### config.mk
export PLATFORM = sky130hd
export DESIGN_NAME = robTop
export DESIGN_NICKNAME = d
export VERILOG_FILES = /design/src/design/robPkg.sv /design/src/design/completionQueue.sv /design/src/design/renameTable.sv /design/src/design/robControl.sv /design/src/design/robEntryStore.sv /design/src/design/robTop.sv
export VERILOG_INCLUDE_DIRS = /design/src /design/src/include
export SDC_FILE = /design/constraint.sdc
export NUM_CORES = 2
export LEC_CHECK = 0
export ABC_CLOCK_PERIOD_IN_PS = 6400
export BUFFER_PORTS_ARGS = -buffer_cell sky130_fd_sc_hd__buf_2
export CAP_MARGIN = 10
export CORE_ASPECT_RATIO = 1.5
export CORE_MARGIN = 3
export CORE_UTILIZATION = 40
export CTS_CLUSTER_DIAMETER = 80
export DETAILED_ROUTE_END_ITERATION = 6
export GPL_ROUTABILITY_DRIVEN = 0
export GPL_TIMING_DRIVEN = 0
export SETUP_SLACK_MARGIN = 0.05
export SYNTH_ARGS = -nofsm -noshare
export SYNTH_HDL_FRONTEND = slang
export SYNTH_HIERARCHICAL = 1
export SYNTH_SLANG_ARGS = --single-unit
### constraint.sdc
create_clock -name clk -period 6.4 [get_ports clk]
set_input_delay 1.28 -clock clk [delete_from_list [all_inputs] [get_ports clk]]
set_output_delay 1.28 -clock clk [all_outputs]
set_load 0.02 [all_outputs]
### src/include/rob_defines.svh
`ifndef ROB_DEFINES_SVH
`define ROB_DEFINES_SVH

// nick 0 means "no producer", so the buffer holds one less than 2**NICK_W
`define ROB_NICK_W 5
`define ROB_DEPTH 31

// architectural register name
`define REG_NAME_W 5

`define DATA_W 32
`define ADDR_W 32

// per-source completion FIFO
`define CQ_DEPTH 4

`endif

### src/design/robPkg.sv
`default_nettype none

`include "rob_defines.svh"

package robPkg;

    typedef logic [`ROB_NICK_W-1:0] nickT;

    // result from the execution unit
    typedef struct packed {
        nickT                nick;
        logic [`DATA_W-1:0]  data;
        logic                actualTaken;  // resolved branch direction
        logic [`ADDR_W-1:0]  targetPc;     // redirect pc on mispredict
    } exResultT;

    // load data from the store/load buffer
    typedef struct packed {
        nickT                nick;
        logic [`DATA_W-1:0]  data;
    } slbResultT;

endpackage

`default_nettype wire

### src/design/completionQueue.sv
`timescale 1ns/10ps
`default_nettype none

`include "rob_defines.svh"

module completionQueue #(
    parameter type payloadT = logic
) (
    input  logic    clk,
    input  logic    rst,
    input  logic    flush,
    input  logic    inValid,
    input  payloadT inItem,
    output logic    inReady,
    output logic    outValid,
    output payloadT outItem,
    input  logic    pop
);

    localparam int PtrW = $clog2(`CQ_DEPTH);
    localparam logic [PtrW:0] FullCount = (PtrW + 1)'(`CQ_DEPTH);
    localparam logic [PtrW-1:0] LastSlot = PtrW'(`CQ_DEPTH - 1);

    payloadT mem [`CQ_DEPTH];

    logic [PtrW-1:0] rdPtr;
    logic [PtrW-1:0] wrPtr;
    logic [PtrW:0]   count;
    logic            push;
    logic            doPop;

    assign inReady  = (count != FullCount);  // back-pressure
    assign outValid = (count != '0);
    assign outItem  = mem[rdPtr];

    assign push  = inValid && inReady;
    assign doPop = pop && outValid;

    always_ff @(posedge clk) begin
        if (rst || flush) begin
            rdPtr <= '0;
            wrPtr <= '0;
            count <= '0;
        end else begin
            if (push) begin
                wrPtr <= (wrPtr == LastSlot) ? '0 : wrPtr + 1'b1;
            end
            if (doPop) begin
                rdPtr <= (rdPtr == LastSlot) ? '0 : rdPtr + 1'b1;
            end
            case ({push, doPop})
                2'b10:   count <= count + 1'b1;
                2'b01:   count <= count - 1'b1;
                default: count <= count;
            endcase
        end
    end

    always_ff @(posedge clk) begin
        if (push) begin
            mem[wrPtr] <= inItem;
        end
    end

    // the arbiter only pops a queue that shows valid
    assert property (@(posedge clk) disable iff (rst || flush) pop |-> outValid);

    // never more than the depth, and the pointers agree with the count
    assert property (@(posedge clk) disable iff (rst || flush)
        count <= FullCount && PtrW'(wrPtr - rdPtr) == count[PtrW-1:0]);

endmodule

`default_nettype wire

### src/design/renameTable.sv
`timescale 1ns/10ps
`default_nettype none

`include "rob_defines.svh"

module renameTable (
    input  logic                   clk,
    input  logic                   rst,
    input  logic                   flush,
    input  logic                   allocEn,
    input  logic [`REG_NAME_W-1:0] allocRegName,
    input  robPkg::nickT           allocNick,
    input  logic                   commitEn,
    input  logic [`REG_NAME_W-1:0] commitRegName,
    input  robPkg::nickT           commitNick,
    input  logic [`REG_NAME_W-1:0] lookupRegName,
    output logic                   lookupBusy,
    output robPkg::nickT           lookupNick
);

    localparam int NumRegs = 1 << `REG_NAME_W;

    logic [NumRegs-1:0] busy;
    robPkg::nickT       mapNick [NumRegs];

    // x0 is hardwired, never renamed
    assign lookupBusy = busy[lookupRegName] && (lookupRegName != '0);
    assign lookupNick = lookupBusy ? mapNick[lookupRegName] : '0;

    always_ff @(posedge clk) begin
        if (rst || flush) begin
            busy <= '0;
        end else begin
            // only the youngest writer frees the register
            if (commitEn && busy[commitRegName] && mapNick[commitRegName] == commitNick) begin
                busy[commitRegName] <= 1'b0;
            end
            if (allocEn && allocRegName != '0) begin
                busy[allocRegName] <= 1'b1;  // wins over a same-edge clear
            end
        end
    end

    always_ff @(posedge clk) begin
        if (allocEn) begin
            mapNick[allocRegName] <= allocNick;
        end
    end

endmodule

`default_nettype wire

### src/design/robControl.sv
`timescale 1ns/10ps
`default_nettype none

`include "rob_defines.svh"

module robControl (
    input  logic         clk,
    input  logic         rst,
    input  logic         allocReq,
    input  logic         allocIsStore,
    input  logic         allocPredTaken,
    output logic         allocGrant,
    output logic         robFull,
    output robPkg::nickT allocNick,
    input  logic         exQValid,
    input  logic         slbQValid,
    output logic         exQPop,
    output logic         slbQPop,
    output robPkg::nickT headNick,
    input  logic         headDone,
    input  logic         headIsStore,
    input  logic         headMispredict,
    output logic         wrSel,
    output logic         wrEn,
    output logic         commitEn,
    output logic         commitIsStore,
    output logic         flush
);

    localparam logic [`ROB_NICK_W-1:0] Depth = `ROB_NICK_W'(`ROB_DEPTH);
    localparam robPkg::nickT FirstNick = robPkg::nickT'(1);

    robPkg::nickT           headPtr;
    robPkg::nickT           tailPtr;
    logic [`ROB_NICK_W-1:0] count;
    logic [`ROB_NICK_W-1:0] ptrDist;
    logic                   empty;
    logic                   mispredictCommit;

    function automatic robPkg::nickT nextNick(input robPkg::nickT p);
        return (p == Depth) ? FirstNick : p + 1'b1;  // skip nick 0
    endfunction

    assign empty   = (count == '0);
    assign robFull = (count == Depth);

    // wraps over the usable nicks only
    assign ptrDist = (tailPtr >= headPtr) ? tailPtr - headPtr : tailPtr + Depth - headPtr;

    assign allocGrant = allocReq && !robFull && !flush;
    assign allocNick  = tailPtr;
    assign headNick   = headPtr;

    // stores leave as soon as they reach the head
    assign commitEn      = !empty && (headDone || headIsStore) && !flush;
    assign commitIsStore = headIsStore;

    assign mispredictCommit = commitEn && !headIsStore && headMispredict;

    // one write port, ex first
    assign exQPop  = exQValid && !flush;
    assign slbQPop = slbQValid && !exQValid && !flush;
    assign wrEn    = exQPop || slbQPop;
    assign wrSel   = slbQPop;

    always_ff @(posedge clk) begin
        if (rst || flush) begin
            headPtr <= FirstNick;
            tailPtr <= FirstNick;
            count   <= '0;
        end else begin
            if (allocGrant) begin
                tailPtr <= nextNick(tailPtr);
            end
            if (commitEn) begin
                headPtr <= nextNick(headPtr);
            end
            case ({allocGrant, commitEn})
                2'b10:   count <= count + 1'b1;
                2'b01:   count <= count - 1'b1;
                default: count <= count;
            endcase
        end
    end

    // lasts one cycle, everything clears on the next edge
    always_ff @(posedge clk) begin
        if (rst) begin
            flush <= 1'b0;
        end else begin
            flush <= mispredictCommit;
        end
    end

    // occupancy matches the pointer distance, full when the pointers meet
    assert property (@(posedge clk) disable iff (rst)
        (count == ptrDist) || (robFull && ptrDist == '0));

    // a grant never lands on the live head slot
    assert property (@(posedge clk) disable iff (rst)
        allocGrant |-> (empty || tailPtr != headPtr));

endmodule

`default_nettype wire

### src/design/robEntryStore.sv
`timescale 1ns/10ps
`default_nettype none

`include "rob_defines.svh"

module robEntryStore (
    input  logic                   clk,
    input  logic                   rst,
    input  logic                   flush,
    input  logic                   allocEn,
    input  robPkg::nickT           allocNick,
    input  logic [`REG_NAME_W-1:0] allocRegName,
    input  logic                   allocIsStore,
    input  logic                   allocPredTaken,
    input  logic                   wrEn,
    input  logic                   wrSel,
    input  robPkg::exResultT       exItem,
    input  robPkg::slbResultT      slbItem,
    input  robPkg::nickT           headNick,
    input  logic                   commitEn,
    input  logic                   commitIsStore,
    output logic                   headDone,
    output logic                   headIsStore,
    output logic                   headMispredict,
    output logic                   rfWriteValid,
    output logic                   storeCommitValid,
    output logic                   flushValid,
    output logic [`REG_NAME_W-1:0] rfWriteRegName,
    output logic [`DATA_W-1:0]     rfWriteData,
    output robPkg::nickT           rfWriteNick,
    output robPkg::nickT           storeCommitNick,
    output logic [`ADDR_W-1:0]     flushPc
);

    localparam int Slots = 1 << `ROB_NICK_W;

    logic [Slots-1:0] valid;
    logic [Slots-1:0] done;

    logic [`REG_NAME_W-1:0] regName     [Slots];
    logic [`DATA_W-1:0]     data        [Slots];
    logic [`ADDR_W-1:0]     targetPc    [Slots];
    logic                   isStore     [Slots];
    logic                   predTaken   [Slots];
    logic                   actualTaken [Slots];

    robPkg::nickT       wrNick;
    logic [`DATA_W-1:0] wrData;

    assign wrNick = wrSel ? slbItem.nick : exItem.nick;
    assign wrData = wrSel ? slbItem.data : exItem.data;

    assign headDone       = valid[headNick] && done[headNick];
    assign headIsStore    = isStore[headNick];
    assign headMispredict = predTaken[headNick] != actualTaken[headNick];

    assign flushValid = flush;

    always_ff @(posedge clk) begin
        if (rst || flush) begin
            valid <= '0;
            done  <= '0;
        end else begin
            if (commitEn) begin
                valid[headNick] <= 1'b0;
            end
            if (allocEn) begin
                valid[allocNick] <= 1'b1;
                done[allocNick]  <= 1'b0;
            end
            if (wrEn) begin
                done[wrNick] <= 1'b1;
            end
        end
    end

    always_ff @(posedge clk) begin
        if (allocEn) begin
            regName[allocNick]     <= allocRegName;
            isStore[allocNick]     <= allocIsStore;
            predTaken[allocNick]   <= allocPredTaken;
            actualTaken[allocNick] <= allocPredTaken;  // loads never redirect
        end
        if (wrEn) begin
            data[wrNick] <= wrData;
            if (!wrSel) begin
                actualTaken[wrNick] <= exItem.actualTaken;
                targetPc[wrNick]    <= exItem.targetPc;
            end
        end
    end

    always_ff @(posedge clk) begin
        if (rst) begin
            rfWriteValid     <= 1'b0;
            storeCommitValid <= 1'b0;
        end else begin
            rfWriteValid     <= commitEn && !commitIsStore;
            storeCommitValid <= commitEn && commitIsStore;
        end
    end

    // head fields, seen the cycle after commit
    always_ff @(posedge clk) begin
        if (commitEn) begin
            rfWriteRegName  <= regName[headNick];
            rfWriteData     <= data[headNick];
            rfWriteNick     <= headNick;
            storeCommitNick <= headNick;
            flushPc         <= targetPc[headNick];
        end
    end

    // a result popped from either queue must name a live entry
    assert property (@(posedge clk) disable iff (rst || flush) wrEn |-> valid[wrNick]);

endmodule

`default_nettype wire

### src/design/robTop.sv
`timescale 1ns/10ps
`default_nettype none

`include "rob_defines.svh"

module robTop (
    input  logic                   clk,
    input  logic                   rst,
    input  logic                   allocReq,
    input  logic [`REG_NAME_W-1:0] allocRegName,
    input  logic                   allocIsStore,
    input  logic                   allocPredTaken,
    output logic                   allocGrant,
    output robPkg::nickT           allocNick,
    output logic                   robFull,
    input  logic                   exValid,
    input  robPkg::nickT           exNick,
    input  logic [`DATA_W-1:0]     exData,
    input  logic                   exActualTaken,
    input  logic [`ADDR_W-1:0]     exTargetPc,
    output logic                   exReady,
    input  logic                   slbValid,
    input  robPkg::nickT           slbNick,
    input  logic [`DATA_W-1:0]     slbData,
    output logic                   slbReady,
    output logic                   storeCommitValid,
    output robPkg::nickT           storeCommitNick,
    output logic                   rfWriteValid,
    output logic [`REG_NAME_W-1:0] rfWriteRegName,
    output logic [`DATA_W-1:0]     rfWriteData,
    output robPkg::nickT           rfWriteNick,
    output logic                   flushValid,
    output logic [`ADDR_W-1:0]     flushPc,
    input  logic [`REG_NAME_W-1:0] lookupRegName,
    output logic                   lookupBusy,
    output robPkg::nickT           lookupNick
);

    robPkg::exResultT  exHead;
    robPkg::slbResultT slbHead;
    robPkg::nickT      headNick;

    logic exQValid, slbQValid, exQPop, slbQPop;
    logic headDone, headIsStore, headMispredict;
    logic wrSel, wrEn, commitEn, commitIsStore, flush;

    completionQueue #(.payloadT(robPkg::exResultT)) exQueue (
        .clk(clk), .rst(rst), .flush(flush),
        .inValid(exValid),
        .inItem(robPkg::exResultT'{exNick, exData, exActualTaken, exTargetPc}),
        .inReady(exReady),
        .outValid(exQValid), .outItem(exHead), .pop(exQPop)
    );

    completionQueue #(.payloadT(robPkg::slbResultT)) slbQueue (
        .clk(clk), .rst(rst), .flush(flush),
        .inValid(slbValid),
        .inItem(robPkg::slbResultT'{slbNick, slbData}),
        .inReady(slbReady),
        .outValid(slbQValid), .outItem(slbHead), .pop(slbQPop)
    );

    robControl control (
        .clk(clk), .rst(rst),
        .allocReq(allocReq), .allocIsStore(allocIsStore), .allocPredTaken(allocPredTaken),
        .allocGrant(allocGrant), .robFull(robFull), .allocNick(allocNick),
        .exQValid(exQValid), .slbQValid(slbQValid), .exQPop(exQPop), .slbQPop(slbQPop),
        .headNick(headNick), .headDone(headDone), .headIsStore(headIsStore),
        .headMispredict(headMispredict),
        .wrSel(wrSel), .wrEn(wrEn),
        .commitEn(commitEn), .commitIsStore(commitIsStore), .flush(flush)
    );

    robEntryStore entries (
        .clk(clk), .rst(rst), .flush(flush),
        .allocEn(allocGrant), .allocNick(allocNick), .allocRegName(allocRegName),
        .allocIsStore(allocIsStore), .allocPredTaken(allocPredTaken),
        .wrEn(wrEn), .wrSel(wrSel), .exItem(exHead), .slbItem(slbHead),
        .headNick(headNick), .commitEn(commitEn), .commitIsStore(commitIsStore),
        .headDone(headDone), .headIsStore(headIsStore), .headMispredict(headMispredict),
        .rfWriteValid(rfWriteValid), .storeCommitValid(storeCommitValid),
        .flushValid(flushValid),
        .rfWriteRegName(rfWriteRegName), .rfWriteData(rfWriteData), .rfWriteNick(rfWriteNick),
        .storeCommitNick(storeCommitNick), .flushPc(flushPc)
    );

    // freed by the registered writeback, same edge the regfile takes it
    renameTable rename (
        .clk(clk), .rst(rst), .flush(flush),
        .allocEn(allocGrant), .allocRegName(allocRegName), .allocNick(allocNick),
        .commitEn(rfWriteValid), .commitRegName(rfWriteRegName), .commitNick(rfWriteNick),
        .lookupRegName(lookupRegName), .lookupBusy(lookupBusy), .lookupNick(lookupNick)
    );

endmodule

`default_nettype wire

==> results.yml <==
cts:
  clockRootBuffer: "clkbuf_16"
  cts_setup_buffers: 0
  clock_latency_ps: 900
  clock-sinks: 3098
  cts_resized: 8
  cts_buffers: 301
  path_clk_slew_ps: 70
  cts_buffer_depth: 4
  hold_buffers: 0
  cts_max_level: 5
  tritoncts: "built"
routing:
  viasPerCell: 6.07
  drtIter0Drc: 8622
  drc: 73
  ant_nets: 0
  wirelength_um: 378000
  first_pass_iters: 7
  vias: 63345
  wire_per_inst_um: 36.2
synthesis:
  synth_top_area_share_pct: 74.2
  yosysTopAreaCell: "edfxtp_1"
  synth_seq_cells: 3098
  synth-seq-area-share_pct: 76.4
  syn_area_um2: 120000
  async_reset_ff_share_pct: 0
  synth_cell_type_count: 70
  yosys_most_used_dff: "edfxtp_1"
  postSynthAreaPerCell_um2: 21.4
  syn-num-nets: 5759
  synth_area_leaders: "edfxtp_1, mux4_2, dfxtp_1"
  synth_edf_count: 2966
  yosysWarnings: 6
  syn_inst: 5612
finish:
  stdcell_area_um2: 138000
  area_delta_synth_final_pct: 15.1
  final_nets: 6383
  drive_gt1_share_pct: 29.0
  final_core_util_pct: 46.4
  finalNonFillerCells: 10441
  fill_cells: 24430
die:
  die_w_um: 453
  core_um2: 298000
  start_util_pct: 40.3
  die-area_um2: 307000
  ios: 221
  rows: 245
  die_y_um: 677
status:
  status: "finished, violations left"
  violations: "design-rule violations"
power_and_ir_drop:
  power.density_nw_per_um2: 438
  ir_worst_vdd_mv: 0.306
  leakage_nw: 44.4
timing:
  slew_violations: 0
  hold_ws_ps: 435
  setup_viol: 0
  clock.fmax_ghz: 0.159
  slew_headroom_pct: 6.99
  rsz0062_at_grt: "false"
  finalCritPeriodShare_pct: 98.2
  fin_worst_skew_ps: 50.0
  fin_crit_ps: 6280
  hold_viol: 0
  worstMarginPinSlew_ps: 1400
global_routing:
  antenna_found_initial: 55
  grt_pass1_vias: 64192
  grt_usage_pct: 24.4
  overflow: 0
  grt_pass1_wl_um: 517000
  grt_max_degree: 54
worst_setup_path:
  path_class: "reg -> reg"
  arrival_ps: 7010
  end_kind: "flip-flop"
  start_kind: "flip-flop"
  crit_fanout: 53
  critPathRequiredTime_ps: 7130
run:
  cap_violations: 0
placement:
  place_inst: 9880
  hpwl_um: 258000
  io_buffers: 218
  place_area_um2: 128000
worst_hold_path:
  hold_class: "reg -> reg"
-- worst max-delay path: stages (launching register included) --
cell      delay, ps
dfxtp_1         610
buf_2           530
buf_2           550
clkbuf_1       1010
mux4_2          480
a22oi_1          90
nand4_1         390
nor2_1          140
a211o_1         430
inv_6           330
buf_16          370
or3b_2          480
clkbuf_1        270
o21ai_0         290
a21oi_1         100
-- layout make-up --
type | count | area, um2 | share of cell area [%]
clock buffers | 381 | 8220 | 5.95
clock inverters | 153 | 1360 | 0.985
flip-flops and latches | 3098 | 91700 | 66.4
well taps | 3952 | 4940 | 3.58
repair buffers | 321 | 3230 | 2.34
diodes | 22 | 55.1 | 0.0399
plain buffers | 306 | 1600 | 1.16
multi-input cells | 2112 | 26600 | 19.3
inverters | 96 | 375 | 0.272
-- per-layer routing --
layer | GRT usage, % | vias up | routed length [um]
li1 | - | 24877 | -
met1 | 27.9 | 33606 | 125000
met2 | 41.7 | 3675 | 192000
met3 | 5.12 | 1129 | 32400
met4 | 14.9 | 58 | 28200
met5 | 0 | - | 349
-- cell families after synthesis --
| group | after synthesis | synth area share [%] |
|---|---|---|
| muxes | 994 | 16.2 |
| DFF | 3098 | 76.4 |
| adders and majority gates | 23 | 0.259 |
| buffers and inverters | 402 | 1.58 |
| xor gates and xnor gates | 6 | 0.0438 |
| and+or+nand+nor | 518 | 2.17 |
| AOI/OAI and AO/OA | 571 | 3.28 |
-- power by group --
part           internal, W  total (W)  switching [W]
sequential          0.0274     0.0281       0.000662
clock               0.0100     0.0176        0.00756
combinational      0.00438     0.0148         0.0105
total               0.0418     0.0605         0.0187
-- placed cells by master, fill, tap and decap left out, types with 117 or more instances in the layout --
cell type and count:
dfxtp_1 128, a22oi_1 164, mux4_2 754, clkbuf_16 314, buf_2 312, mux2i_1 173, a21oi_1 117, edfxtp_1 2966
clkbuf_1 143, nand2_1 182
-- registers in the layout, summed over array words and instances (netlist names), 3 cells and up, named ones only --
signal / cells
entries/predTaken: 32
slbQueue/count: 3
entries/flushPc: 32
control/count: 5
entries/done: 32
exQueue/count: 3
entries/rfWriteData: 32
entries/actualTaken: 32
entries/rfWriteRegName: 5
entries/data: 1024
exQueue/mem: 280
control/headNick: 5
control/allocNick: 5
rename/mapNick: 160
rename/busy: 32
entries/regName: 160
entries/isStore: 32
slbQueue/mem: 148
entries/valid: 32
entries/rfWriteNick: 5
entries/targetPc: 1024
-- cell usage after synthesis, types with 11 or more instances --
master,count
nand4_1,32
a22oi_1,164
a31oi_1,17
buf_6,16
clkbuf_1,117
edfxtp_1,2966
o221ai_1,24
nor4_1,11
dfxtp_1,132
mux2_2,66
buf_4,40
o22ai_1,47
o21ai_0,106
ha_1,20
mux2i_1,173
inv_1,96
mux4_2,754
nand2_1,182
a21oi_1,117
nor2_1,132
buf_1,40
a22o_1,27
nand2b_1,12
nor3b_1,12
buf_2,93
a221oi_2,24
nand3_1,22
o2111ai_1,14
nor3_1,19
-- path summary, 6_finish.rpt --
kind | cells past startpoint | slack (ps) | start | to
setup reg to reg | 14 | 120 | control/headNick[1] | entries/valid[0]
hold reg to reg | 2 | 440 | rename/busy[0] | rename/busy[0]
hold / removal | 2 | 440 | rename/busy[0] | rename/busy[0]
setup / recovery | 14 | 120 | control/headNick[1] | entries/valid[0]
-- per-stage QoR --
stage,setup TNS (ps),worst slack (ps),power [W]
after global placement,-1206760,-3890,0.0423
after floorplan,0,1120,0.0364
after CTS,0,133,0.0606
after detailed placement,-923,-163,0.0432
final,0,118,0.0605
after global routing,0,74.9,0.0623
(Power assumes the default switching activity.)
